===== config.mk =====
export PLATFORM = sky130hd
export DESIGN_NAME = wb_status_regs
export DESIGN_NICKNAME = d
export VERILOG_FILES = /design/src/hdl/soc_pkg.sv /design/src/hdl/wb_status_regs.sv
export SDC_FILE = /design/constraint.sdc
export NUM_CORES = 1
export LEC_CHECK = 0
export ABC_AREA = 1
export BUFFER_PORTS_ARGS = -buffer_cell sky130_fd_sc_hd__buf_4
export CORE_AREA = 2 2 54 56
export CTS_CLUSTER_SIZE = 28
export DETAILED_ROUTE_END_ITERATION = 10
export DIE_AREA = 0 0 56 58
export PLACE_DENSITY = 0.74
export SETUP_SLACK_MARGIN = 0.1
export SYNTH_ARGS = -nofsm -noshare
export SYNTH_HDL_FRONTEND = slang
export SYNTH_SLANG_ARGS = --single-unit

===== constraint.sdc =====
create_clock -name clk -period 1.35 [get_ports clk]
set_input_delay 0.27 -clock clk [delete_from_list [all_inputs] [get_ports clk]]
set_output_delay 0.27 -clock clk [all_outputs]
set_load 0.005 [all_outputs]

===== src/hdl/soc_pkg.sv =====
`default_nettype none

package soc_pkg;

    // Bus widths
    localparam int DATA_W = 32;
    localparam int SEL_W  = DATA_W / 8;
    localparam int ADDR_W = 30;           // Word address

    // Address fields
    localparam int REGION_W = 4;
    localparam int SLOT_W   = 4;
    localparam int REG_W    = 22;
    localparam int OFFSET_W = ADDR_W - REGION_W;

    // --------------------
    // Address map
    localparam logic [REGION_W-1:0] REGION_SRAM   = 4'd0;
    localparam logic [REGION_W-1:0] REGION_PERIPH = 4'd4;
    localparam logic [SLOT_W-1:0]   SLOT_STATUS   = 4'd0;
    localparam logic [SLOT_W-1:0]   SLOT_AUDIO    = 4'd1;

    // Device sizes
    localparam int LED_W        = 3;
    localparam int BTN_W        = 2;
    localparam int SAMPLE_W     = 12;
    localparam int SAMPLE_CNT_W = 16;

    // --------------------
    // One word address with two decode views
    typedef union packed {
        struct packed {
            logic [REGION_W-1:0] region;
            logic [OFFSET_W-1:0] offset;
        } region_view;
        struct packed {
            logic [REGION_W-1:0] region;
            logic [SLOT_W-1:0]   slot;
            logic [REG_W-1:0]    reg_idx;
        } periph_view;
    } wb_addr_u;

    typedef struct packed {
        logic              cyc;
        logic              stb;
        logic              we;
        wb_addr_u          addr;
        logic [DATA_W-1:0] wdata;
        logic [SEL_W-1:0]  sel;
    } wb_req_t;

    typedef struct packed {
        logic              ack;
        logic              err;
        logic [DATA_W-1:0] rdata;
    } wb_rsp_t;

endpackage

`default_nettype wire

===== src/hdl/wb_status_regs.sv =====
`default_nettype none

module wb_status_regs (
    input  wire                        clk,
    input  wire                        rst_n_i,
    input  soc_pkg::wb_req_t           req_i,
    output soc_pkg::wb_rsp_t           rsp_o,
    input  wire [soc_pkg::BTN_W-1:0]   buttons_i,
    output logic [soc_pkg::LED_W-1:0]  leds_o
);

    logic [soc_pkg::BTN_W-1:0]  btn_meta;
    logic [soc_pkg::BTN_W-1:0]  btn_sync;
    logic [soc_pkg::DATA_W-1:0] rdata_q;
    logic [soc_pkg::REG_W-1:0]  reg_idx;
    logic                       ack_q;
    logic                       accept;

    assign reg_idx = req_i.addr.periph_view.reg_idx;
    assign accept  = req_i.cyc & req_i.stb & ~ack_q;

    // Two flop button synchroniser
    always_ff @(posedge clk) begin
        btn_meta <= buttons_i;
        btn_sync <= btn_meta;
    end

    // --------------------
    // Control and LED register
    always_ff @(posedge clk) begin
        if (!rst_n_i) begin
            ack_q  <= 1'b0;
            leds_o <= '0;
        end else begin
            ack_q <= accept;
            // LEDs live in lane 0
            if (accept && req_i.we && req_i.sel[0] && reg_idx == '0) begin
                leds_o <= req_i.wdata[soc_pkg::LED_W-1:0];
            end
        end
    end

    // Unused registers read zero
    always_ff @(posedge clk) begin
        if (accept && !req_i.we) begin
            case (reg_idx)
                soc_pkg::REG_W'(0): rdata_q <= soc_pkg::DATA_W'(leds_o);
                soc_pkg::REG_W'(1): rdata_q <= soc_pkg::DATA_W'(btn_sync);
                default:            rdata_q <= '0;
            endcase
        end
    end

    assign rsp_o.ack   = ack_q;
    assign rsp_o.err   = 1'b0;
    assign rsp_o.rdata = rdata_q;

endmodule

`default_nettype wire


==> impl_results.md <==
- Status: finished clean
- H-tree depth: 1
- Worst r2r path cells: 6
- Clock-pin slew on the worst setup and hold paths: 0.06 ns
- Num rows: 19
- Nets@finish: 209
- Syn_area_per_cell: 7.77 um^2
- CTS tree: built
- Synth Warn #: 0
- Initial antenna violation count: 0
- Post-Syn Area: 731 um^2
- Hold_buf cts: 0
- Largest net degree at the start of global routing: 7
- DRC Markers: 0
- Diode count: 0
- Clock Latency Late Sink: 0.25 ns
- GRT Util Overall: 7.99%
- Final Hold Fails: 0
- Post-DP HPWL: 1090 um
- Highest Clock Rate: 965 MHz
- RSZ-0062 raised after global routing: no
- Crit Path Max Fanout: 6
- Critical path required time: 1.50 ns
- Pwr/cell area: 700 mW/mm^2
- Synth top area cells: buf_4 (32%), dfxtp_1 (22%), edfxtp_1 (12%), nor2_1 (10%), nand2_1 (6.2%)
- Final Skew: 0.000154 ns
- Final slew viol count: 0
- Clock sink total: 11
- Worst Hold Launch: buttons_i[0]
- Root Driver: clkbuf_4
- Final Power: 0.000677 W
- Yosys top cell by area: buf_4
- GRT Residual Overflow: 0
- Initial DRC count: 6
- R2R setup slack: 0.31 ns
- Post-CTS sizing: 0
- # port buffers: 39
- Fillers: 301
- Antenna-violating nets left: 0
- Fin crit period: 1.04 ns
- Setup CP Type: reg -> reg
- Global-route wire length before repair: 2070 um
- Min-Delay Endpoint: btn_meta[0]
- Vias in the first global route: 533
- Share of cells above drive strength 1: 35.6%
- DIE WIDTH: 56 um
- DIE AREA: 0.00325 mm^2
- Ports: 110
- Die Y: 58 um
- TritonCTS Buffers: 3
- Core area: 0.00266 mm^2
- Via count: 596
- Count of final setup violators: 0
- GPL Wtd Cong: 0.694
- Vias per inst: 3.59
- Yosys reg bits: 11
- Yosys cell types: 15
- Post-synth top area share: 31.8%
- Worst R2R Start: ack_q
- Leak pwr: 0.514 nW
- Period utilisation layout: 76.7%
- Hold Path Class: in -> reg
- DRT Wirelength: 1230 um
- Cells after Synth: 94
- Setup TNS: 0 ns
- Hold depth: 1
- Critical path arrival: 1.19 ns
- Max Cap Viol: 0
- Worst VDD drop: 0.480 mV
- Worst Setup Start Kind: flip-flop
- Initial Utilization: 27.4%
- CP endpoint kind: flip-flop
- Seq/Total Area, Yosys: 34.2%
- Drt pass-1 iters: 3
- Synthesis-to-finish area growth: 32.4%
- R2R Path End: leds_o[2]
- WL/cell: 7.38 um
- Post-CTS Setup Inserts: 0
- CTS Buffer Depth: 2
==> routing by layer <==
layer	wire length (um)	vias to the layer above	part of all wire, %	track usage (%)
met5	0	-	0	0
met4	12	0	0.98	4.08
met3	164	2	13	2.68
met2	623	38	51	14.1
met1	425	245	35	8.53
li1	-	311	-	-
==> worst max-delay path: stages, from the launching register on <==
cell     delay (ns)
dfxtp_1        0.31
inv_1          0.04
nand3_1        0.10
nor2_2         0.16
nand4_4        0.15
nor2_1         0.12
nor2_1         0.05
==> stage by stage <==
step	cell area (um^2)	hold slack, ns	utilization, %	std cells	setup slack, ns
6_report	967	0.114	36.3	166	0.314
5_1_grt	967	0.0984	36.3	166	0.143
4_1_cts	965	0.102	36.2	166	0.249
3_5_place_dp	938	0.318	35.2	162	0.104
3_3_place_gp	938	0.313	35.2	162	0.115
2_1_floorplan	840	0.298	-	123	0.310
==> synth_stat cells <==
master / n
buf_4: 31
conb_1: 1
dfxtp_1: 8
edfxtp_1: 3
inv_1: 6
nand2_1: 12
nand3_1: 3
nand4_1: 2
nand4_4: 1
nor2_1: 20
nor2_2: 1
nor2_4: 2
nor3_1: 1
o21ai_1: 2
or2_4: 1
==> cell type report <==
class	count	area (um^2)	area share [%]
clock buffers	4	26.3	2.72
inverters	6	22.5	2.33
multi-input cells	75	337	34.8
flip-flops and latches	11	250	25.9
well taps	31	38.8	4.01
repair buffers	39	293	30.3
==> how the worst max path moves through the flow <==
stage	slack, ns	to	from
floorplan	0.31	leds_o[0]	req_i[57]
global placement	0.12	rdata_q[0]	req_i[39]
detailed placement	0.10	rdata_q[0]	req_i[39]
CTS	0.25	leds_o[2]	ack_q
global route	0.14	leds_o[2]	ack_q
finish	0.31	leds_o[2]	ack_q
==> flip-flops by register name, summed over array words and instances (netlist names) <==
name / cells
btn_meta: 2
ack_q: 1
rdata_q: 3
leds_o: 3
btn_sync: 2
==> cell usage in the layout (no fill, tap or decap), drive strengths merged <==
cell,n
or2,1
buf,39
nand3,3
dfxtp,8
nand4,3
conb,30
inv,6
nand2,12
nor3,1
clkbuf,4
nor2,23
o21ai,2
edfxtp,3
==> logic make-up (layout without fill, tap and decap cells) <==
logic type / after synthesis / count (layout) / synth area share [%]
other cells: 1 / 30 / 0.513
simple gates: 43 / 43 / 28.9
compound gates: 2 / 2 / 1.37
flops: 11 / 11 / 34.2
buf+inv: 37 / 49 / 34.9
==> power by group <==
part | total, W | switching (W) | leakage (nW) | internal, W
Clock | 0.000210 | 0.0000959 | 0.0150 | 0.000114
Sequential | 0.000349 | 0.00000221 | 0.0966 | 0.000347
Combinational | 0.000118 | 0.0000487 | 0.402 | 0.0000695
Total | 0.000677 | 0.000147 | 0.514 | 0.000530
Note: power is estimated with default switching activity, not from simulation.
