**config.mk**
```make
export PLATFORM = sky130hd
export DESIGN_NAME = wb_audio_capture
export DESIGN_NICKNAME = d
export VERILOG_FILES = /design/src/hdl/soc_pkg.sv /design/src/hdl/wb_audio_capture.sv
export SDC_FILE = /design/constraint.sdc
export NUM_CORES = 1
export LEC_CHECK = 0
export BUFFER_PORTS_ARGS = -buffer_cell sky130_fd_sc_hd__clkbuf_2
export CELL_PAD_IN_SITES_DETAIL_PLACEMENT = 0
export CELL_PAD_IN_SITES_GLOBAL_PLACEMENT = 1
export CORE_MARGIN = 4
export CORE_UTILIZATION = 35
export CTS_CLUSTER_DIAMETER = 60
export DETAILED_ROUTE_END_ITERATION = 8
export MAX_ROUTING_LAYER = met4
export PLACE_DENSITY = 0.91
export SLEW_MARGIN = 20
export SYNTH_ARGS = -nofsm -noshare
export SYNTH_HDL_FRONTEND = slang
export SYNTH_SLANG_ARGS = --single-unit
```
**constraint.sdc**
```tcl
create_clock -name clk -period 5.35 [get_ports clk]
set_input_delay 0.2675 -clock clk [delete_from_list [all_inputs] [get_ports clk]]
set_output_delay 0.2675 -clock clk [all_outputs]
set_load 0.02 [all_outputs]
```
**src/hdl/soc_pkg.sv**
```systemverilog
`default_nettype none

package soc_pkg;

    // Bus widths
    localparam int DATA_W = 32;
    localparam int SEL_W  = DATA_W / 8;
    localparam int ADDR_W = 30;           // Word address

    // Address fields
    localparam int REGION_W = 4;
    localparam int SLOT_W   = 4;
    localparam int REG_W    = 22;
    localparam int OFFSET_W = ADDR_W - REGION_W;

    // --------------------
    // Address map
    localparam logic [REGION_W-1:0] REGION_SRAM   = 4'd0;
    localparam logic [REGION_W-1:0] REGION_PERIPH = 4'd4;
    localparam logic [SLOT_W-1:0]   SLOT_STATUS   = 4'd0;
    localparam logic [SLOT_W-1:0]   SLOT_AUDIO    = 4'd1;

    // Device sizes
    localparam int LED_W        = 3;
    localparam int BTN_W        = 2;
    localparam int SAMPLE_W     = 12;
    localparam int SAMPLE_CNT_W = 16;

    // --------------------
    // One word address with two decode views
    typedef union packed {
        struct packed {
            logic [REGION_W-1:0] region;
            logic [OFFSET_W-1:0] offset;
        } region_view;
        struct packed {
            logic [REGION_W-1:0] region;
            logic [SLOT_W-1:0]   slot;
            logic [REG_W-1:0]    reg_idx;
        } periph_view;
    } wb_addr_u;

    typedef struct packed {
        logic              cyc;
        logic              stb;
        logic              we;
        wb_addr_u          addr;
        logic [DATA_W-1:0] wdata;
        logic [SEL_W-1:0]  sel;
    } wb_req_t;

    typedef struct packed {
        logic              ack;
        logic              err;
        logic [DATA_W-1:0] rdata;
    } wb_rsp_t;

endpackage

`default_nettype wire
```
**src/hdl/wb_audio_capture.sv**
```systemverilog
`default_nettype none

module wb_audio_capture (
    input  wire                          clk,
    input  wire                          rst_n_i,
    input  soc_pkg::wb_req_t             req_i,
    output soc_pkg::wb_rsp_t             rsp_o,
    input  wire [soc_pkg::SAMPLE_W-1:0]  sample_i,
    input  wire                          sample_valid_i
);

    localparam int PAD_W = soc_pkg::DATA_W - 1 - soc_pkg::SAMPLE_CNT_W;

    logic [soc_pkg::SAMPLE_W-1:0]     sample_q;
    logic [soc_pkg::SAMPLE_CNT_W-1:0] cnt_q;
    logic                             unread_q;
    logic                             overrun_q;
    logic [soc_pkg::DATA_W-1:0]       rdata_q;
    logic [soc_pkg::REG_W-1:0]        reg_idx;
    logic                             ack_q;
    logic                             accept;
    logic                             rd_sample;

    assign reg_idx   = req_i.addr.periph_view.reg_idx;
    assign accept    = req_i.cyc & req_i.stb & ~ack_q;
    assign rd_sample = accept & ~req_i.we & (reg_idx == '0);

    always_ff @(posedge clk) begin
        if (sample_valid_i) begin
            sample_q <= sample_i;
        end
    end

    // --------------------
    // Count and overrun tracking
    always_ff @(posedge clk) begin
        if (!rst_n_i) begin
            ack_q     <= 1'b0;
            cnt_q     <= '0;
            unread_q  <= 1'b0;
            overrun_q <= 1'b0;
        end else begin
            ack_q <= accept;
            if (rd_sample) begin
                unread_q  <= 1'b0;
                overrun_q <= 1'b0;
            end
            if (sample_valid_i) begin
                cnt_q    <= cnt_q + 1'b1;  // Wraps
                unread_q <= 1'b1;
                if (unread_q && !rd_sample) begin
                    overrun_q <= 1'b1;
                end
            end
        end
    end

    // Writes are ignored
    always_ff @(posedge clk) begin
        if (accept && !req_i.we) begin
            case (reg_idx)
                soc_pkg::REG_W'(0):
                    rdata_q <= {{(soc_pkg::DATA_W - soc_pkg::SAMPLE_W){sample_q[soc_pkg::SAMPLE_W-1]}},
                                sample_q};
                soc_pkg::REG_W'(1): rdata_q <= {overrun_q, {PAD_W{1'b0}}, cnt_q};
                default:            rdata_q <= '0;
            endcase
        end
    end

    assign rsp_o.ack   = ack_q;
    assign rsp_o.err   = 1'b0;
    assign rsp_o.rdata = rdata_q;

endmodule

`default_nettype wire

```
==> results by stage <==
Synthesis:
- The biggest area consumer among synthesized cells is sky130_fd_sc_hd__edfxtp_1.
- After synthesis, the cell types taking the most area are sky130_fd_sc_hd__edfxtp_1, sky130_fd_sc_hd__dfxtp_1, sky130_fd_sc_hd__a22o_1.
- The most used flip-flop cell after synthesis is sky130_fd_sc_hd__edfxtp_1.
- Synthesis instantiated 32 different standard cells from the library.
- The proportion of register bits with asynchronous set or reset after synthesis is 0%.
- In this run the mean area of a mapped cell was between 10 and 15 sq um.
- After synthesis, flip-flops and latches occupy roughly three fifths of the total area.
- When the netlist entered floorplanning its net count stood at roughly 260.
- The synthesized design contains 30 enable-type register cells.
- The top cell type's share of synthesized area is 42.43%.
- Counting flops and latches in the post-synthesis netlist gives 49.
- Summing every instance area after synthesis gives 2123 sq um.
- The count of synthesis-stage warnings from yosys is 0.
- The cell count after synthesis came out at between 150 and 200.

Timing:
- For the pin with the worst max-slew slack, the measured transition is ~0.73 ns.
- Setup repair after global routing left no endpoint under its margin.
- The number of hold violations in the final report is 0.
- The number of setup violations in the final report is 0.
- Based on the critical path, the design can be clocked at up to 0.5466 GHz.
- In the final timing run, aggregate negative setup slack is 0 ns.
- The final worst slack is 3.520 ns.
- The final count of pins violating max slew is 0.
- Of the available clock period, the critical path in the final layout requires 34.20%.
- The worst relative slew slack is between 50% and 60%.
- The minimum clock period after layout is about 1.8 ns.
- The clock arrives with between 0.005 and 0.006 ns of skew.

Global route:
- The number of global-route vias before repair is approximately 1,400.
- The initial antenna violation count is 0.
- Summed over all layers, the global routing overflow is 0.
- The maximum number of pins on one net before global-route repair is 22.
- The wire length of the first global-routing pass is ~6600 um.
- For this run, the total global-route usage over all layers was measured as 11.88%.

Place:
- The final estimated routing congestion in global placement is 0.8048.
- The placed instance count is ~300.
- The final HPWL from detailed placement is about 2900 um.
- The quantity of I/O buffers inserted on ports is 72.
- Before CTS, the worst setup slack after placement is 3.377 ns.

Setup path:
- The end of the worst register-to-register path is cnt_q[12].
- Data on the critical path arrives at its endpoint at between 2 and 2.5 ns.
- The kind of launch point of the worst setup path is a flop.
- The number of cells on the worst reg-to-reg path is 5.
- STA classifies the critical path endpoint as a flop.
- Walking the worst path, the cells encountered are ha_1 > nand4_4 > or3_4 > or3_1 > a21oi_1.
- The start of the worst register-to-register path is cnt_q[0].
- The worst setup path is of the flop to flop kind.
- The worst endpoint required time is roughly 5.6 ns.
- Of all nets on the critical path, the largest fanout is 6.
- Setup slack on the worst reg-to-reg path comes out at 3.52 ns.
- In this design, the stage delay of the slowest critical-path cell is roughly 0.43 ns.
- The highest-delay cell along the critical path is sky130_fd_sc_hd__or3_4.
- The category of cells accounting for the largest share of critical-path delay is simple AND/OR/NAND/NOR gates.
- The critical path buffer and inverter count is 0.

Floorplanning:
- For this configuration, the core starts out at a cell density of between 30% and 40%.
- The die outline area is 7376 sq um.
- The die is 85.89 um wide.
- The core region is about 6000 sq um.
- The vertical extent of the die is between 80 and 90 um.
- After floorplanning, the core was divided into 28 placement rows.
- 118 I/O pins were placed.

CTS:
- The CTS tree is yes.
- The clock latency on the worst-skew pair is 0.30 ns.
- The count of instances resized after the clock tree is built is 0.
- Buffers inserted to repair hold after CTS numbered 0.
- Clock tree synthesis selected as its root buffer the cell sky130_fd_sc_hd__clkbuf_8.
- The clock net sink count is just under 50.
- The H-tree depth reported by CTS is 2.
- The buffer count from post-CTS setup fixing is 0.
- The TritonCTS buffer count is 5.
- Clock-pin slew was measured on the worst setup and hold paths at 0.09 ns.
- The number of buffers on the longest clock path is 2.

Detailed routing:
- In the routed layout, each cell is associated on average with a via count of a little under 5.
- The total routed wirelength is ~4000 um.
- After detailed routing, the average wire length per cell comes to about 13 um.
- The detailed-route via count is 1,482.
- The detail route stage leaves a number of antenna-violating nets equal to 0.
- The number of DRC markers in iteration 0 is ~120.
- Before antenna repair, the detailed router went through 5 iterations.
- The remaining design rule violation count is 0.

Cells and area:
- Relative to the synthesized area, the layout overhead comes to 19.03%.
- 0 antenna diodes ended up in the layout.
- The final cell count without fillers is roughly 310.
- The share of layout cells above drive strength 1 is between 30% and 40%.
- The post-layout net count is ~320.

Hold path:
- The worst hold path terminates at sample_q[6].
- Along the worst hold path, the cell count comes to 1.
- The path type of the worst min-delay path is input pin to flop.
- The start point of the worst min-delay path is sample_i[6].

Power:
- The cell area power density is ~270 nW/um^2.
- The leakage power of the design is around 0.97 nW.
- The worst-case IR drop observed on VDD is ~0.13 mV.

Run status:
- The run finished with clean final reports.

Job:
- The total of max-cap violations is 0.
-- kinds of logic after synthesis --
family	count (synthesis)	synth area share, %
AOI/OAI and AO/OA	35	11.43
and+or+nand+nor	53	16.09
other	1	0.1766
muxes	1	0.4714
DFF	49	60.34
buffers and inverters	23	7.601
adders and majority gates	1	0.5892
xor gates and xnor gates	8	3.300
-- per-layer routing --
layer  GRT usage [%]  vias to the layer above  wire length (um)
li1                -                      743                 -
met1           13.21                      679              1628
met2           18.99                       55              1899
met3           4.227                        5               311
met4           5.612                        0                68
met5               -                        -                 0
-- cells in the final DEF (no fill, tap or decap), drive strengths merged, types with 6 or more instances in the layout --
master	synthesis	layout
o21ai	8	8
clkbuf	1	78
a22o	17	17
nor2	12	12
or3	8	8
nand2	8	8
edfxtp	30	30
nor3	6	6
a21oi	8	8
dfxtp	19	19
-- registers in the layout, summed over array words and instances, names as in the netlist --
register	count
cnt_q	16
overrun_q	1
rdata_q	18
sample_q	12
unread_q	1
ack_q	1
-- power breakdown --
part	leakage, nW	total, W	switching, W	internal [W]
sequential	0.422	0.000422	0.00000786	0.000414
clock	0.0374	0.000211	0.000119	0.0000921
combinational	0.509	0.0000498	0.0000296	0.0000202
total	0.968	0.000683	0.000156	0.000526
-- worst register-to-register path, stage by stage, from the launching register on --
cell and delay [ns]:
sky130_fd_sc_hd__dfxtp_1 0.40, sky130_fd_sc_hd__ha_1 0.26, sky130_fd_sc_hd__nand4_4 0.15, sky130_fd_sc_hd__or3_4 0.43
sky130_fd_sc_hd__or3_1 0.35, sky130_fd_sc_hd__a21oi_1 0.15
-- cell type report --
type / count / area, sq um
Tap cell: 75 / 93.84
Clock buffer: 6 / 72.57
Sequential cell: 49 / 1281
Multi-Input combinational cell: 99 / 685.7
Timing Repair Buffer: 73 / 367.9
Clock inverter: 2 / 15.01
Fill cell: 561 / 3393
Inverter: 3 / 11.26
-- through the flow --
step	hold slack (ns)	instance area [sq um]	utilization, %	power (W)
finish	0.1317	2527	42.69	0.0006829
floorplan	0.3664	2123	-	0.0004587
global route	0.1150	2527	42.69	0.0007116
detailed placement	0.4462	2440	41.21	0.0004815
CTS	0.1244	2527	42.69	0.0006893
global placement	0.4462	2440	41.21	0.0004797
-- Yosys cell counts (2+ instances only) --
library cell	number
sky130_fd_sc_hd__nor3_1	4
sky130_fd_sc_hd__and4_1	2
sky130_fd_sc_hd__nand3_1	4
sky130_fd_sc_hd__nor3_4	2
sky130_fd_sc_hd__a21oi_1	8
sky130_fd_sc_hd__o21ai_0	8
sky130_fd_sc_hd__dfxtp_1	19
sky130_fd_sc_hd__xor2_1	5
sky130_fd_sc_hd__or3_1	7
sky130_fd_sc_hd__a22o_1	17
sky130_fd_sc_hd__nor4_2	3
sky130_fd_sc_hd__nand4_1	3
sky130_fd_sc_hd__edfxtp_1	30
sky130_fd_sc_hd__nand2_1	8
sky130_fd_sc_hd__nor2_1	12
sky130_fd_sc_hd__xnor2_1	3
sky130_fd_sc_hd__inv_1	2
sky130_fd_sc_hd__nor4_1	2
sky130_fd_sc_hd__buf_4	18
sky130_fd_sc_hd__and2_1	2
-- worst max path at each step --
stage	startpoint	endpoint	cells after the start
after floorplan	ack_q	rdata_q[0]	1
after global placement	req_i[49]	rdata_q[7]	5
after detailed placement	req_i[41]	rdata_q[7]	5
after CTS	cnt_q[0]	cnt_q[12]	5
after global routing	cnt_q[0]	cnt_q[12]	5
final	cnt_q[0]	cnt_q[12]	5
Power figures use the tool's default switching activity.
