<file path="src/hdl/soc_pkg.sv">
`default_nettype none

package soc_pkg;

    // Bus widths
    localparam int DATA_W = 32;
    localparam int SEL_W  = DATA_W / 8;
    localparam int ADDR_W = 30;           // Word address

    // Address fields
    localparam int REGION_W = 4;
    localparam int SLOT_W   = 4;
    localparam int REG_W    = 22;
    localparam int OFFSET_W = ADDR_W - REGION_W;

    // --------------------
    // Address map
    localparam logic [REGION_W-1:0] REGION_SRAM   = 4'd0;
    localparam logic [REGION_W-1:0] REGION_PERIPH = 4'd4;
    localparam logic [SLOT_W-1:0]   SLOT_STATUS   = 4'd0;
    localparam logic [SLOT_W-1:0]   SLOT_AUDIO    = 4'd1;

    // Device sizes
    localparam int LED_W        = 3;
    localparam int BTN_W        = 2;
    localparam int SAMPLE_W     = 12;
    localparam int SAMPLE_CNT_W = 16;

    // --------------------
    // One word address with two decode views
    typedef union packed {
        struct packed {
            logic [REGION_W-1:0] region;
            logic [OFFSET_W-1:0] offset;
        } region_view;
        struct packed {
            logic [REGION_W-1:0] region;
            logic [SLOT_W-1:0]   slot;
            logic [REG_W-1:0]    reg_idx;
        } periph_view;
    } wb_addr_u;

    typedef struct packed {
        logic              cyc;
        logic              stb;
        logic              we;
        wb_addr_u          addr;
        logic [DATA_W-1:0] wdata;
        logic [SEL_W-1:0]  sel;
    } wb_req_t;

    typedef struct packed {
        logic              ack;
        logic              err;
        logic [DATA_W-1:0] rdata;
    } wb_rsp_t;

endpackage

`default_nettype wire
</file>
<file path="src/hdl/wb_region_decoder.sv">
`default_nettype none

module wb_region_decoder #(
    parameter int SRAM_WORDS = 1024
) (
    input  wire               clk,
    input  wire               rst_n_i,

    input  soc_pkg::wb_req_t  m_req_i,
    output soc_pkg::wb_rsp_t  m_rsp_o,

    output soc_pkg::wb_req_t  sram_req_o,
    input  soc_pkg::wb_rsp_t  sram_rsp_i,

    output soc_pkg::wb_req_t  periph_req_o,
    input  soc_pkg::wb_rsp_t  periph_rsp_i
);

    logic hit_sram;
    logic hit_periph;
    logic unmapped;
    logic err_q;

    // --------------------
    // Region decode
    assign hit_sram = (m_req_i.addr.region_view.region == soc_pkg::REGION_SRAM) &&
                      (m_req_i.addr.region_view.offset < soc_pkg::OFFSET_W'(SRAM_WORDS));
    assign hit_periph = (m_req_i.addr.region_view.region == soc_pkg::REGION_PERIPH);
    assign unmapped   = !hit_sram && !hit_periph;

    // Only the selected target sees stb
    always_comb begin
        sram_req_o       = m_req_i;
        sram_req_o.stb   = m_req_i.stb & hit_sram;
        periph_req_o     = m_req_i;
        periph_req_o.stb = m_req_i.stb & hit_periph;
    end

    // Error responder pulses for one cycle
    always_ff @(posedge clk) begin
        if (!rst_n_i) begin
            err_q <= 1'b0;
        end else begin
            err_q <= m_req_i.cyc & m_req_i.stb & unmapped & ~err_q;
        end
    end

    // --------------------
    // Response return
    always_comb begin
        if (err_q) begin
            m_rsp_o       = '0;
            m_rsp_o.err   = 1'b1;  // rdata stays zero
        end else if (hit_sram) begin
            m_rsp_o = sram_rsp_i;
        end else if (hit_periph) begin
            m_rsp_o = periph_rsp_i;
        end else begin
            m_rsp_o = '0;
        end
    end

endmodule

`default_nettype wire

</file>
<file path="config.mk">
export PLATFORM = sky130hd
export DESIGN_NAME = wb_region_decoder
export DESIGN_NICKNAME = d
export VERILOG_FILES = /design/src/hdl/soc_pkg.sv /design/src/hdl/wb_region_decoder.sv
export SDC_FILE = /design/constraint.sdc
export NUM_CORES = 1
export LEC_CHECK = 0
export BUFFER_PORTS_ARGS = -buffer_cell sky130_fd_sc_hd__clkbuf_2
export CAP_MARGIN = 0
export CORE_AREA = 2 2 121 123
export DETAILED_ROUTE_END_ITERATION = 8
export DIE_AREA = 0 0 123 125
export PLACE_DENSITY_LB_ADDON = 0.08
export SYNTH_ARGS = -nofsm -noshare
export SYNTH_HDL_FRONTEND = slang
export SYNTH_SLANG_ARGS = --single-unit
</file>
<file path="constraint.sdc">
create_clock -name clk -period 1.75 [get_ports clk]
set_clock_uncertainty 0.05 [all_clocks]
set_input_delay 0.35 -clock clk [delete_from_list [all_inputs] [get_ports clk]]
set_output_delay 0.35 -clock clk [all_outputs]
set_load 0.005 [all_outputs]
</file>
==> flow_metrics.py, run 1 <==
metrics = {
    "status": {
        "result_of_the_run": "finished with violations",
        "violations_in_the_final_reports": "negative setup slack",
    },
    "drt": {
        "wl_per_cell_um": 18.6,
        "detail_route.iter0.violations": 28,
        "drt.antenna.violating_nets": 0,
        "vias": 1875,
        "dr.pass1.iters": 4,
        "via_per_inst": 3.87,
        "drc": 0,
        "wirelength_um": 9020,
    },
    "yosys": {
        "synth.distinct_cells": 21,
        "synth_seq_cells": 1,
        "post-synth-top-area-fraction_pct": 56.1,
        "synth_top_flop_cell": "dfxtp_1",
        "synth_common_cells": "139 x buf_4, 33 x nand4b_1, 33 x o2bb2ai_1",
        "post_synth.cell_area_avg_um2": 7.81,
        "yosys.cell_count.top_type": "buf_4",
        "synth_warnings": 0,
        "synth_sequential_area_ratio_pct": 1.08,
        "postSynthCellCount": 238,
        "mappedNetlistArea_um2": 1860,
        "yosys.area.top_type": "buf_4",
        "synthTopCellsByArea": "buf_4 56%, nand4b_1 16%, o2bb2ai_1 16%",
        "synthesis.nets": 377,
        "synth_edf_count": 0,
        "synthArstFlopShare_pct": 0,
    },
    "setup_path": {
        "worst-path-max-fanout": 8,
        "cp.arrival_ns": 1.53,
        "timing.setup.critical_path_class": "in2out",
        "critPathLaunchType": "input port",
        "endpoint_kind": "primary output",
        "reg2reg_depth": 3,
        "worstReg2RegStart": "err_q",
        "critical_path.reg2reg.endpoint": "err_q",
        "worst-r2r-setup-slack_ns": 0.66,
        "cp_data_required_time_ns": 1.35,
    },
    "timing": {
        "worstMarginPinSlew_ns": 0.246,
        "slew_viol_final": 0,
        "timing.final.ws_setup_ns": -0.178,
        "post-route-period-util_pct": 110,
        "finalWorstPathRequiredPeriod_ns": 1.93,
        "fmax_mhz": 519,
        "max-slew-margin-rel_pct": 83.6,
        "unrepaired_setup_endpoints_after_global_routing": "true",
        "finalSetupViolations": 35,
        "report.final.hold_viol_count": 0,
    },
    "global_route": {
        "globalRoute.totalOverflow": 0,
        "global_route_wire_length_before_repair_um": 9980,
        "groute.usage.overall_pct": 8.37,
        "grt_start_max_net_pins": 36,
        "grt_antenna_before_repair": 0,
        "grt_pass1_vias": 1672,
    },
    "die": {
        "rows": 44,
        "total_die_area_um2": 15400,
        "fp.dieH_um": 125,
        "io_pins": 311,
        "dieWidth_um": 123,
        "floorplan.initialDensity_pct": 13.1,
        "core_footprint_um2": 14200,
    },
    "finish": {
        "insertedDiodeCount": 0,
        "fin_nets": 442,
        "max_ffs_per_register": 1,
        "registers.top_by_ff_count": "err_q",
        "largestRegisters": "err_q (1)",
        "post_route_cells_drive_above_1_share_pct": 81.7,
        "instances_no_fill": 485,
        "postLayoutCellArea_um2": 2660,
        "synthToLayoutAreaGrowth_pct": 43.1,
    },
    "placed_design": {
        "placedInstanceArea_um2": 2070,
        "routabilityCongestion": 0.672,
        "numPlacedInstances": 466,
        "hpwlAfterDp_um": 5250,
        "io_buf_count": 169,
    },
    "cts": {
        "clk_transition_reported_paths_ns": 0,
        "cts.hold.buffers_added": 0,
        "clock_latency_ns": 0,
    },
    "power": {
        "p_per_area_nw_per_um2": 146,
        "p_leak_nw": 1.22,
        "worst_voltage_drop_across_the_vdd_grid_uv": 42.5,
    },
    "worst_hold_path": {
        "whs_path_depth": 4,
        "min-delay-start": "rst_n_i",
        "hold_path_end": "err_q",
        "timing.hold.worst.class": "in2reg",
    },
    "job": {
        "reported_max_cap_violation_count": 0,
    },
}
-- where the power goes --
| part | total [W] | internal, W | leakage, nW | switching (W) |
|---|---|---|---|---|
| registers | 0.0000255 | 0.0000242 | 0.00819 | 0.00000130 |
| logic | 0.000362 | 0.000211 | 1.21 | 0.000151 |
| clock network | 0 | 0 | 0 | 0 |
-- worst max-delay path by stage --
stage | startpoint | endpoint | slack [ns] | cells past startpoint
after floorplan | m_req_i[61] | m_rsp_o[10] | 0.06 | 4
after detailed placement | m_req_i[61] | sram_req_o[67] | -0.29 | 6
after global routing | m_req_i[49] | m_rsp_o[13] | -0.25 | 7
after CTS | m_req_i[64] | m_rsp_o[27] | -0.20 | 6
after global placement | m_req_i[61] | sram_req_o[67] | -0.23 | 6
final | m_req_i[63] | m_rsp_o[5] | -0.18 | 6
-- kinds of logic (layout without fill, tap and decap cells) --
family | Yosys count | in the layout | synth area share [%]
simple gates | 48 | 48 | 22.0
compound gates | 36 | 36 | 16.5
flops | 1 | 1 | 1.08
buf+inv | 153 | 216 | 60.4
-- timing repair --
item / CTS / global route
pin swaps: 7 / 12
gates resized for setup: 24 / 52
buffers inserted: 1 / 5
setup endpoints to repair: 35 / 35
gates cloned: 2 / 11
-- placed cells by master (no fill, tap or decap), types with 3 or more instances in the layout --
master and n:
buf_6 7, buf_2 25, clkbuf_16 8, clkbuf_2 138
o2bb2ai_2 21, buf_4 27, buf_8 3, o2bb2ai_1 11
buf_12 4, nand4b_1 33, nor4_4 3
-- worst max-delay path, cell delays in order --
cell,delay [ns]
buf_8,0.10
nor4b_4,0.28
nor2b_4,0.31
clkbuf_16,0.23
o2bb2ai_2,0.11
buf_2,0.13
-- stage by stage --
stage | hold slack, ns | util [%] | power (W) | setup WS (ns) | TNS [ns]
floorplan | 0.505 | - | 0.000334 | 0.0607 | 0
global placement | 0.638 | 14.6 | 0.000328 | -0.229 | -5.72
detailed placement | 0.650 | 14.6 | 0.000327 | -0.289 | -7.64
CTS | 0.650 | 16.0 | 0.000348 | -0.196 | -5.79
global route | 0.650 | 18.7 | 0.000417 | -0.248 | -8.01
finish | 0.639 | 18.7 | 0.000388 | -0.178 | -5.56
-- final cells by class --
type                            count  area (µm²)
Fill cell                        1622       11500
Multi-Input combinational cell     84         916
Tap cell                          184         230
Sequential cell                     1        20.0
Timing Repair Buffer              215        1490
Inverter                            1        3.75
-- metal layers --
layer | GRT usage [%] | routed length, µm | vias to the layer above
met5 | 0 | 0 | -
met4 | 2.41 | 208 | 0
met3 | 1.46 | 732 | 33
met2 | 14.8 | 4430 | 113
met1 | 10.3 | 3640 | 881
li1 | - | - | 848
Power figures use the tool's default switching activity.
==> run 2: changes to the inputs <==
==> constraint.sdc (replaced) <==
create_clock -name clk -period 1.75 [get_ports clk]
set_clock_uncertainty 0.05 [all_clocks]
set_input_delay 0.525 -clock clk [delete_from_list [all_inputs] [get_ports clk]]
set_output_delay 0.525 -clock clk [all_outputs]
set_load 0.005 [all_outputs]
==> run 2 against run 1 <==
The run still ends with negative setup slack left. Cell count is the same. Fmax is 15% lower. Die area is the same. Critical path depth rose by 1. Power increased by 2.9%. Sequential cell count did not move. Setup slack worse by 0.33 ns. Critical path type unchanged. Largest power group unchanged. Highest routed layer unchanged.
==> flow_metrics.py, run 2 (synthesis gave the netlist of run 1 again) <==
metrics = {
    "drt": {
        "drc": 0,
        "wirelength_um": 8120,
        "dr.pass1.iters": 3,
        "via_per_inst": 3.80,
        "vias": 1844,
        "drt.antenna.violating_nets": 0,
        "detail_route.iter0.violations": 38,
        "wl_per_cell_um": 16.7,
    },
    "setup_path": {
        "cp.arrival_ns": 1.68,
        "endpoint_kind": "primary output",
        "cells_traversed_along_the_worst_timing_path": "clkbuf_16 -> nor4b_4 -> nor2b_4 -> buf_12 -> buf_12 -> o2bb2ai_2 -> buf_2",
        "reg2reg_depth": 2,
        "cp_data_required_time_ns": 1.17,
        "crit_path_frequent_cell": "buf_12",
        "max_stage_delay_ns": 0.29,
        "timing.setup.critical_path_class": "in2out",
        "critPathLaunchType": "input port",
        "worst-path-max-fanout": 7,
        "slowest_stage": "nor4b_4",
    },
    "global_route": {
        "groute.usage.overall_pct": 8.17,
        "grt_antenna_before_repair": 0,
        "grt_pass1_vias": 1801,
        "grt_start_max_net_pins": 22,
        "globalRoute.totalOverflow": 0,
        "global_route_wire_length_before_repair_um": 9910,
    },
    "timing": {
        "fmax_mhz": 443,
        "finalWorstPathRequiredPeriod_ns": 2.26,
        "worstMarginPinSlew_ns": 0.258,
        "finalSetupViolations": 37,
        "unrepaired_setup_endpoints_after_global_routing": "true",
        "max-slew-margin-rel_pct": 82.8,
        "slew_viol_final": 0,
        "timing.final.ws_setup_ns": -0.510,
        "post-route-period-util_pct": 129,
        "timing.setup.tns_ns": -17.41,
        "report.final.hold_viol_count": 0,
    },
    "finish": {
        "mostFrequentLayoutCell": "clkbuf_2",
        "post_route_cells_drive_above_1_share_pct": 84.1,
        "fin_nets": 442,
        "final_cell_mix": "131 x clkbuf_2, 33 x nand4b_1, 33 x buf_2, 27 x o2bb2ai_2, 25 x buf_4",
        "fill_cells": 1610,
        "registers.top_by_ff_count": "err_q",
        "max_ffs_per_register": 1,
        "insertedDiodeCount": 0,
        "largestRegisters": "err_q (1)",
        "synthToLayoutAreaGrowth_pct": 44.0,
    },
    "power": {
        "netSwitchingFraction_pct": 38.2,
        "share_of_total_power_in_combinational_logic_pct": 93.5,
        "seq_power_share_pct": 6.5,
        "worst_voltage_drop_across_the_vdd_grid_uv": 74.1,
        "internal_w": 0.000247,
        "p_per_area_nw_per_um2": 149,
        "switching_power_w": 0.000152,
        "p_leak_nw": 1.23,
        "clock_power_share_pct": 0,
    },
    "cts": {
        "cts.hold.buffers_added": 0,
        "clk_transition_reported_paths_ns": 0,
        "clock_latency_ns": 0,
    },
    "job": {
        "reported_max_cap_violation_count": 0,
    },
    "placed_design": {
        "hpwlAfterDp_um": 5570,
        "place_ws_ns": -0.601,
        "routabilityCongestion": 0.642,
        "io_buf_count": 169,
    },
    "die": {
        "total_die_area_um2": 15400,
        "fp.dieH_um": 125,
        "core_footprint_um2": 14200,
        "io_pins": 311,
        "floorplan.initialDensity_pct": 13.1,
        "rows": 44,
        "dieWidth_um": 123,
    },
    "status": {
        "result_of_the_run": "finished with violations",
        "violations_in_the_final_reports": "negative setup slack",
    },
    "worst_hold_path": {
        "timing.hold.worst.class": "reg2reg",
        "whs_path_depth": 2,
    },
}
## run 2: final cells by class
| cell class | count | area, µm² | share of cell area [%] |
|---|---|---|---|
| repair buffers | 215 | 1470 | 54.8 |
| well taps | 184 | 230 | 8.60 |
| multi-input cells | 84 | 956 | 35.7 |
| flip-flops and latches | 1 | 20.0 | 0.748 |
| inverters | 1 | 3.75 | 0.140 |
## run 2: power groups by stage
stage	Combinational, W	Clock [W]	Sequential, W
2_1_floorplan	0.000309	0	0.0000255
3_3_place_gp	0.000307	0	0.0000262
3_5_place_dp	0.000304	0	0.0000262
4_1_cts	0.000329	0	0.0000262
5_1_grt	0.000405	0	0.0000266
6_report	0.000373	0	0.0000261
## run 2: final timing paths
kind | slack [ns] | to | start
hold / removal | 0.63 | err_q | err_q
setup / recovery | -0.51 | m_rsp_o[0] | m_req_i[63]
setup reg to reg | 0.83 | err_q | err_q
hold reg to reg | 0.63 | err_q | err_q
## run 2: what timing repair did
| action | 4_1_cts | 5_1_grt |
|---|---|---|
| endpoints found under the setup margin | 37 | 37 |
| gates cloned | 2 | 8 |
| buffers inserted | 2 | 4 |
| pin swaps | 3 | 11 |
| resized for setup | 20 | 81 |
## run 2: worst max-delay path, delay by kind of cell
family,cells,cell delay [ns]
and+or+nand+nor,2,0.50
buffers and inverters,4,0.56
AOI/OAI and AO/OA,1,0.10
## run 2: routing by layer
layer  vias to the layer above  part of all wire, %  track usage, %
li1                        855                    -               -
met1                       831                   36            8.15
met2                       108                   52            16.1
met3                        50                  8.7            1.46
met4                         0                  3.8            3.48
met5                         -                    0               0
## run 2: through the flow
step	area, µm²	utilization [%]	cells	power, W	hold WS, ns
2_1_floorplan	1870	-	238	0.000335	0.542
3_3_place_gp	2080	14.7	469	0.000333	0.644
3_5_place_dp	2080	14.7	469	0.000330	0.639
4_1_cts	2220	15.7	473	0.000356	0.639
5_1_grt	2680	18.9	485	0.000432	0.704
6_report	2680	18.9	485	0.000399	0.633
