===== config.mk =====
export PLATFORM = sky130hd
export DESIGN_NAME = wb_periph_router
export DESIGN_NICKNAME = d
export VERILOG_FILES = /design/src/hdl/soc_pkg.sv /design/src/hdl/wb_periph_router.sv
export SDC_FILE = /design/constraint.sdc
export NUM_CORES = 1
export LEC_CHECK = 0
export CAP_MARGIN = 0
export CORE_AREA = 3 3 118 120
export DETAILED_ROUTE_END_ITERATION = 7
export DIE_AREA = 0 0 121 123
export DONT_BUFFER_PORTS = 1
export MAX_ROUTING_LAYER = met4
export SLEW_MARGIN = 20
export SYNTH_ARGS = -nofsm -noshare
export SYNTH_HDL_FRONTEND = slang
export SYNTH_SLANG_ARGS = --single-unit

===== constraint.sdc =====
create_clock -name clk -period 1.75 [get_ports clk]
set_clock_uncertainty 0.15 [all_clocks]
set_input_delay 0.2625 -clock clk [delete_from_list [all_inputs] [get_ports clk]]
set_output_delay 0.2625 -clock clk [all_outputs]
set_load 0.005 [all_outputs]

===== src/hdl/soc_pkg.sv =====
`default_nettype none

package soc_pkg;

    // Bus widths
    localparam int DATA_W = 32;
    localparam int SEL_W  = DATA_W / 8;
    localparam int ADDR_W = 30;           // Word address

    // Address fields
    localparam int REGION_W = 4;
    localparam int SLOT_W   = 4;
    localparam int REG_W    = 22;
    localparam int OFFSET_W = ADDR_W - REGION_W;

    // --------------------
    // Address map
    localparam logic [REGION_W-1:0] REGION_SRAM   = 4'd0;
    localparam logic [REGION_W-1:0] REGION_PERIPH = 4'd4;
    localparam logic [SLOT_W-1:0]   SLOT_STATUS   = 4'd0;
    localparam logic [SLOT_W-1:0]   SLOT_AUDIO    = 4'd1;

    // Device sizes
    localparam int LED_W        = 3;
    localparam int BTN_W        = 2;
    localparam int SAMPLE_W     = 12;
    localparam int SAMPLE_CNT_W = 16;

    // --------------------
    // One word address with two decode views
    typedef union packed {
        struct packed {
            logic [REGION_W-1:0] region;
            logic [OFFSET_W-1:0] offset;
        } region_view;
        struct packed {
            logic [REGION_W-1:0] region;
            logic [SLOT_W-1:0]   slot;
            logic [REG_W-1:0]    reg_idx;
        } periph_view;
    } wb_addr_u;

    typedef struct packed {
        logic              cyc;
        logic              stb;
        logic              we;
        wb_addr_u          addr;
        logic [DATA_W-1:0] wdata;
        logic [SEL_W-1:0]  sel;
    } wb_req_t;

    typedef struct packed {
        logic              ack;
        logic              err;
        logic [DATA_W-1:0] rdata;
    } wb_rsp_t;

endpackage

`default_nettype wire

===== src/hdl/wb_periph_router.sv =====
`default_nettype none

module wb_periph_router (
    input  wire               clk,
    input  wire               rst_n_i,

    input  soc_pkg::wb_req_t  m_req_i,
    output soc_pkg::wb_rsp_t  m_rsp_o,

    output soc_pkg::wb_req_t  status_req_o,
    input  soc_pkg::wb_rsp_t  status_rsp_i,

    output soc_pkg::wb_req_t  audio_req_o,
    input  soc_pkg::wb_rsp_t  audio_rsp_i
);

    logic hit_status;
    logic hit_audio;
    logic err_q;

    assign hit_status = (m_req_i.addr.periph_view.slot == soc_pkg::SLOT_STATUS);
    assign hit_audio  = (m_req_i.addr.periph_view.slot == soc_pkg::SLOT_AUDIO);

    always_comb begin
        status_req_o     = m_req_i;
        status_req_o.stb = m_req_i.stb & hit_status;
        audio_req_o      = m_req_i;
        audio_req_o.stb  = m_req_i.stb & hit_audio;
    end

    // Unmapped slot answers here
    always_ff @(posedge clk) begin
        if (!rst_n_i) begin
            err_q <= 1'b0;
        end else begin
            err_q <= m_req_i.cyc & m_req_i.stb & ~hit_status & ~hit_audio & ~err_q;
        end
    end

    always_comb begin
        if (err_q) begin
            m_rsp_o     = '0;
            m_rsp_o.err = 1'b1;
        end else if (hit_status) begin
            m_rsp_o = status_rsp_i;
        end else if (hit_audio) begin
            m_rsp_o = audio_rsp_i;
        end else begin
            m_rsp_o = '0;
        end
    end

endmodule

`default_nettype wire


==> results_dict.tcl, run 1 <==
set metrics [dict create \
    die_x_um 121 \
    grt_usage_pct 3.74 \
    cp.arrival_ps 1210 \
    synth_top_cell_by_area "buf_4" \
    maxSlewViolCount 0 \
    ys_seq_area_share_pct 1.23 \
    largest_reg_flops 1 \
    drc 0 \
    routedWlPerCell_um 13.2 \
    startpoint_type "input port" \
    vias 721 \
    slew_headroom_pct 76.3 \
    finalWorstSetupSlack_ps 125 \
    cellPowerDensity_mw_per_mm2 149 \
    fin_nets 217 \
    r2r_end "err_q$_SDFF_PN0_" \
    worst_slew_pin_slew_ps 355 \
    worstPathRequired_ps 1340 \
    io_buffers 0 \
    clkPwrFrac_pct 0 \
    r2r_slack_ps 980 \
    period_share_pct 92.8 \
    ir_worst_vdd_uv 43.0 \
    area_growth_pct -53.1 \
    finalWirelength_mm 3.33 \
    drive_gt1_share_pct 3.95 \
    path_max_fanout 33 \
    crit_path_top_delay_cell "or4_4" \
    syn_avg_cell_area_um2 7.42 \
    p_comb_share_pct 78.3 \
    grt.overflow.total 0 \
    yosys_warnings 0 \
    synth_cells 220 \
    p_total_w 0.000114 \
    synth.area.top_cells "buf_4, mux2i_1, nor2_1" \
    hold_depth 2 \
    yosysUniqueCellTypes 14 \
    hold_start "m_req_i[59]" \
    n_antenna_cell 0 \
    n_fill_cell 1544 \
    pre_cts_slack_ps 114 \
    reg2reg_depth 2 \
    grt_first_pass_wirelength_mm 4.18 \
    p_sw_share_pct 36.5 \
    regArea_um2 20.0 \
    syn-num-nets 359 \
    core_area_mm2 0.0131 \
    dpl.hpwl_mm 2.86 \
    post_cts_buffers 0 \
    hold_violations 0 \
    maxCapViolations 0 \
    synth_seq_cells 1 \
    synth_top_cell_area_share_pct 62.6 \
    multi_input_area_um2 526 \
    drt-pass1-iter-count 4 \
    sequentialPowerShare_pct 21.7 \
    first_iter_violations 16 \
    via_per_inst 2.86 \
    grt_max_degree 39 \
    placed_cell_area_um2 766 \
    tns_ps 0 \
    antenna_found_initial 0 \
    die_h_um 123 \
    critPathKind "input port to primary output" \
    leakage_nw 0.281 \
    cts_resized 0 \
    top_register "err_q" \
    outcome "complete, no violations" \
    slowest_delay_ps 720 \
    final_cell_mix "mux2i_1, nor2_1, nor2_2" \
    grt_pass1_vias 714 \
    rows 42 \
    final_core_util_pct 5.85 \
    stdcell_area_um2 766 \
    ant_nets 0 \
    p_int_w 0.0000723 \
    p_switching_w 0.0000416 \
    fmax_mhz 616 \
    clock_latency_ps 0 \
    crit_family "simple AND/OR/NAND/NOR gates" \
    synth_area_mm2 0.00163 \
    top_regs "err_q x1" \
    fin_crit_ps 1620 \
    start_util_pct 12.5 \
    cts_hold_buf 0 \
    crit_buf_inv 0 \
    reg2reg_from "err_q$_SDFF_PN0_" \
    holdPathEnd "err_q$_SDFF_PN0_" \
    gp_congestion 0.649 \
    rsz0062_at_grt "false" \
    hp-class "input port to register" \
    fp.dieArea_mm2 0.0149 \
    path_clk_slew_ps 0 \
    io_pins 311 \
    setup_viol 0 \
    final_common_cell "mux2i_1" \
    end_kind "primary output" \
    crit_chain "or4_4 > nor2_1" \
]
[worst reg2reg max path, stage by stage (launching register included)]
cell,delay [ps]
dfxtp_1,290
nand4b_1,170
nor2_1,90
[power groups by stage]
stage | logic, W | registers (W) | clock network (W)
detailed placement | 0.0000903 | 0.0000247 | 0
finish | 0.0000892 | 0.0000248 | 0
CTS | 0.0000907 | 0.0000247 | 0
floorplan | 0.000355 | 0.0000246 | 0
global placement | 0.0000893 | 0.0000248 | 0
global route | 0.0000976 | 0.0000250 | 0
[cell usage after synthesis, drive strengths merged]
master    n
buf     144
mux2i    34
nor2     34
and3      1
dfxtp     1
nand4b    1
nor3      1
nor3b     1
o21bai    1
or3       1
or4       1
[layout make-up]
cell class	count	share of cell area, %
Sequential cell	1	2.61
Multi-Input combinational cell	75	68.6
Tap cell	176	28.8
[through the flow]
step | hold slack (ps) | instances
after floorplan | 254 | 220
after global placement | 267 | 252
after detailed placement | 269 | 252
after CTS | 269 | 252
after global routing | 276 | 252
final | 269 | 252
[worst max path at each step]
| stage | slack (ps) | cells after the start | endpoint | from |
|---|---|---|---|---|
| 6_report | 130 | 2 | m_rsp_o[11] | m_req_i[61] |
| 5_1_grt | 70 | 2 | m_rsp_o[19] | m_req_i[61] |
| 4_1_cts | 110 | 2 | m_rsp_o[29] | m_req_i[61] |
| 3_5_place_dp | 110 | 2 | m_rsp_o[29] | m_req_i[61] |
| 3_3_place_gp | 120 | 2 | m_rsp_o[29] | m_req_i[61] |
| 2_1_floorplan | 170 | 4 | m_rsp_o[10] | m_req_i[61] |
[metal layers]
metal	track usage, %	routed length (um)	up-vias
met5	-	0	-
met4	3.26	250	0
met3	0.869	419	39
met2	7.40	1760	97
met1	2.74	902	313
li1	-	-	272
[cells by family after synthesis]
logic type	after synthesis	synth area share [%]
buf+inv	144	66.6
simple gates	40	10.9
mux	34	20.9
compound gates	1	0.460
flops	1	1.23
Note: power is estimated with default switching activity, not from simulation.
==> run 2: changes to the inputs <==
--- a/config.mk
+++ b/config.mk
@@ -7,10 +7,12 @@
 export LEC_CHECK = 0
 export CAP_MARGIN = 0
 export CORE_AREA = 3 3 118 120
+export CTS_CLUSTER_DIAMETER = 100
 export DETAILED_ROUTE_END_ITERATION = 7
 export DIE_AREA = 0 0 121 123
 export DONT_BUFFER_PORTS = 1
 export MAX_ROUTING_LAYER = met4
+export SETUP_SLACK_MARGIN = 0.2
 export SLEW_MARGIN = 20
 export SYNTH_ARGS = -nofsm -noshare
 export SYNTH_HDL_FRONTEND = slang
==> run 2 against run 1 <==
- die area stayed put
- critical path depth unchanged
- via count rose by 2.6%
- worst hold slack worse by 5.0 ps
- total power up 8.3%
- largest cell class unchanged
- highest routed layer unchanged
==> results_dict.tcl, run 2 (synthesis results as in run 1) <==
set metrics [dict create \
    fin_nets 219 \
    r2r_end "err_q$_SDFF_PN0_" \
    io_pins 311 \
    p_switching_w 0.0000477 \
    io_buffers 0 \
    slew_headroom_pct 81.3 \
    hold_depth 2 \
    final_cell_mix "mux2i_1, nor2_1, nor2_2, or4_4" \
    drc 0 \
    finalWirelength_mm 4.14 \
    r2r_slack_ps 910 \
    tns_ps 0 \
    maxCapViolations 0 \
    reg2reg_from "err_q$_SDFF_PN0_" \
    final_common_cell "mux2i_1" \
    path_clk_slew_ps 0 \
    hold_violations 0 \
    grt_usage_pct 4.79 \
    die_h_um 123 \
    drt-pass1-iter-count 4 \
    period_share_pct 88.3 \
    die_x_um 121 \
    grt_pass1_vias 748 \
    p_total_w 0.000123 \
    reg2reg_depth 2 \
    rows 42 \
    dpl.hpwl_mm 2.98 \
    fmax_mhz 647 \
    fin_crit_ps 1550 \
    routedWlPerCell_um 16.3 \
    final_core_util_pct 6.10 \
    finalWorstSetupSlack_ps 204 \
    first_iter_violations 24 \
    gp_congestion 0.661 \
    path_max_fanout 17 \
    fp.dieArea_mm2 0.0149 \
    slowest_delay_ps 660 \
    critPathKind "input port to primary output" \
    vias 740 \
    crit_chain "or4_4 > nor2_1" \
    area_growth_pct -51.1 \
    placed_cell_area_um2 776 \
    outcome "complete, no violations" \
    via_per_inst 2.91 \
    clkPwrFrac_pct 0 \
    drive_gt1_share_pct 11.5 \
    startpoint_type "input port" \
    worstPathRequired_ps 1340 \
    maxSlewViolCount 0 \
    ant_nets 0 \
    p_int_w 0.0000756 \
    crit_buf_inv 0 \
    post_cts_buffers 0 \
    rsz0062_at_grt "true" \
    p_sw_share_pct 38.7 \
    core_area_mm2 0.0131 \
    n_antenna_cell 0 \
    pre_cts_slack_ps 92.2 \
    end_kind "primary output" \
    clock_latency_ps 0 \
    sequentialPowerShare_pct 20.7 \
    leakage_nw 0.285 \
    p_comb_share_pct 79.3 \
    grt.overflow.total 0 \
    setup_viol 0 \
    worst_slew_pin_slew_ps 272 \
    ir_worst_vdd_uv 42.3 \
    stdcell_area_um2 798 \
    cellPowerDensity_mw_per_mm2 154 \
    hp-class "input port to register" \
    cp.arrival_ps 1130 \
    antenna_found_initial 0 \
    grt_first_pass_wirelength_mm 5.09 \
    top_regs "err_q x1" \
    grt_max_degree 39 \
    holdPathEnd "err_q$_SDFF_PN0_" \
    top_register "err_q" \
    crit_family "simple AND/OR/NAND/NOR gates" \
    crit_path_top_delay_cell "or4_4" \
    cts_hold_buf 0 \
    largest_reg_flops 1 \
    start_util_pct 12.5 \
    hold_start "m_req_i[59]" \
]
run 2: cell count changes in the layout (fill, tap and decap cells not counted):
cell | before | now
nor2_1 | 32 | 28
nor2_2 | 2 | 6
or4_4 | 1 | 3
run 2: per-stage QoR:
step	hold WS (ps)	instances
2_1_floorplan	254	220
3_3_place_gp	270	252
3_5_place_dp	269	252
4_1_cts	269	254
5_1_grt	279	254
6_report	264	254
run 2: per-layer routing:
| layer | routed length [um] | track usage, % | vias up |
|---|---|---|---|
| li1 | - | - | 284 |
| met1 | 1130 | 3.93 | 328 |
| met2 | 2110 | 8.96 | 92 |
| met3 | 584 | 1.33 | 36 |
| met4 | 314 | 3.82 | 0 |
| met5 | 0 | - | - |
run 2: final cells by class:
class,instances,area (um^2)
well taps,176,220
flip-flops and latches,1,20.0
multi-input cells,77,558
fillers,1537,12300
run 2: what timing repair did:
action | 4_1_cts | 5_1_grt
endpoints found under the setup margin | 33 | 15
resized for setup | 2 | 0
pin swaps | 1 | 1
cloned | 2 | 0
run 2: how the worst max path moves through the flow:
| stage | to | start | cells past startpoint | slack, ps |
|---|---|---|---|---|
| 2_1_floorplan | m_rsp_o[10] | m_req_i[61] | 4 | 170 |
| 3_3_place_gp | m_rsp_o[30] | m_req_i[61] | 2 | 100 |
| 3_5_place_dp | m_rsp_o[10] | m_req_i[61] | 2 | 90 |
| 4_1_cts | m_rsp_o[10] | m_req_i[59] | 2 | 190 |
| 5_1_grt | m_rsp_o[29] | m_req_i[61] | 2 | 170 |
| 6_report | m_rsp_o[10] | m_req_i[61] | 2 | 200 |
run 2: power by group through the flow:
stage                     Sequential, W  Combinational [W]  Clock, W
after CTS                     0.0000256          0.0000997         0
after floorplan               0.0000246           0.000358         0
final                         0.0000255          0.0000978         0
after global placement        0.0000248          0.0000906         0
after detailed placement      0.0000247          0.0000918         0
after global routing          0.0000258           0.000106         0
==> run 3: changes to the inputs <==
--- a/config.mk
+++ b/config.mk
@@ -11,6 +11,7 @@
 export DETAILED_ROUTE_END_ITERATION = 7
 export DIE_AREA = 0 0 121 123
 export DONT_BUFFER_PORTS = 1
+export GPL_TIMING_DRIVEN = 0
 export MAX_ROUTING_LAYER = met4
 export SETUP_SLACK_MARGIN = 0.2
 export SLEW_MARGIN = 20
==> run 3 against run 2 <==
- final cell count up 56%
- highest routed layer unchanged
- first-iteration DRC count down 50%
- combinational power rose to 4.5 times the previous value
- sequential share of layout area down 1.5 points
- sequential cell count unchanged
- largest power group unchanged
- wire length up 29%
- fmax down 5.1%
==> results_dict.tcl, run 3 (synthesis results as in run 1) <==
set metrics [dict create \
    outcome "complete, no violations" \
    drt-pass1-iter-count 3 \
    fin_nets 361 \
    hp-class "input port to register" \
    io_pins 311 \
    final_common_cell "buf_4" \
    post_cts_buffers 0 \
    end_kind "primary output" \
    maxSlewViolCount 0 \
    rows 42 \
    hold_violations 0 \
    die_h_um 123 \
    worstPathRequired_ps 1340 \
    tns_ps 0 \
    startpoint_type "input port" \
    worst_slew_pin_slew_ps 351 \
    crit_family "simple AND/OR/NAND/NOR gates" \
    grt_first_pass_wirelength_mm 5.88 \
    start_util_pct 12.5 \
    cellPowerDensity_mw_per_mm2 227 \
    clock_latency_ps 0 \
    top_register "err_q" \
    fp.dieArea_mm2 0.0149 \
    instances_no_fill 396 \
    period_share_pct 93.1 \
    dp.cells 396 \
    via_per_inst 3.29 \
    n_antenna_cell 0 \
    slew_headroom_pct 76.5 \
    crit_chain "or4_4 > buf_6 > buf_12 > nor2_4" \
    top_regs "err_q x1" \
    drc 0 \
    die_x_um 121 \
    grt.overflow.total 0 \
    gp_congestion 0.739 \
    grt_usage_pct 5.18 \
    crit_buf_inv 2 \
    rsz0062_at_grt "true" \
    drive_gt1_share_pct 80.0 \
    final_cell_mix "buf_4, mux2i_1, nor2_4, nor2_2, nor2_1" \
    fmax_mhz 614 \
    first_iter_violations 12 \
    leakage_nw 0.984 \
    path_clk_slew_ps 0 \
    path_max_fanout 10 \
    maxCapViolations 0 \
    fin_crit_ps 1630 \
    dpl.hpwl_mm 4.87 \
    vias 1301 \
    setup_viol 0 \
    ant_nets 0 \
    finalWirelength_mm 5.33 \
    antenna_found_initial 0 \
    grt_pass1_vias 1086 \
    cp.arrival_ps 1220 \
    crit_path_top_delay_cell "or4_4" \
    routedWlPerCell_um 13.5 \
    grt_max_degree 11 \
    area_growth_pct 25.9 \
    core_area_mm2 0.0131 \
    slowest_delay_ps 510 \
    io_buffers 0 \
    largest_reg_flops 1 \
    ir_worst_vdd_uv 68.9 \
    critPathKind "input port to primary output" \
    cts_hold_buf 0 \
]
==> run 3: metal layers <==
metal / up-vias / routed length, um / share of wire (%) / global-route usage, %
met5: - / 0 / 0 / -
met4: 0 / 19 / 0.36 / 0.212
met3: 2 / 779 / 15 / 0.915
met2: 165 / 3180 / 60 / 12.3
met1: 573 / 1350 / 25 / 4.07
li1: 561 / - / - / -
==> run 3: cell type report <==
type / count / area (um^2)
Buffer: 144 / 1110
Tap cell: 176 / 220
Sequential cell: 1 / 20.0
Fill cell: 1478 / 11000
Multi-Input combinational cell: 75 / 704
==> run 3: worst paths after layout <==
path         depth (start not counted)  slack (ps)              from          endpoint
min reg2reg                          2         380  err_q$_SDFF_PN0_  err_q$_SDFF_PN0_
max                                  4         120       m_req_i[61]       m_rsp_o[29]
min                                  2         260       m_req_i[59]  err_q$_SDFF_PN0_
max reg2reg                          2         980  err_q$_SDFF_PN0_  err_q$_SDFF_PN0_
==> run 3: timing repair <==
action	CTS	global route
pin swaps	1	0
endpoints found under the setup margin	30	30
resized for setup	41	12
==> run 3: metrics by stage <==
stage                     setup slack (ps)  area [um^2]  total power [W]  utilization [%]  hold WS [ps]
final                                  121         2050         0.000467             15.7           264
after global routing                  96.1         2050         0.000500             15.7           288
after CTS                              118         2000         0.000460             15.3           270
after detailed placement              90.2         1860         0.000425             14.2           270
after floorplan                        174         1640         0.000382                -           254
after global placement                75.0         1860         0.000424             14.2           266
==> run 3: where the power goes <==
| part | switching (W) | internal [W] |
|---|---|---|
| sequential | 0.000000524 | 0.0000242 |
| clock | 0 | 0 |
| combinational | 0.000179 | 0.000263 |
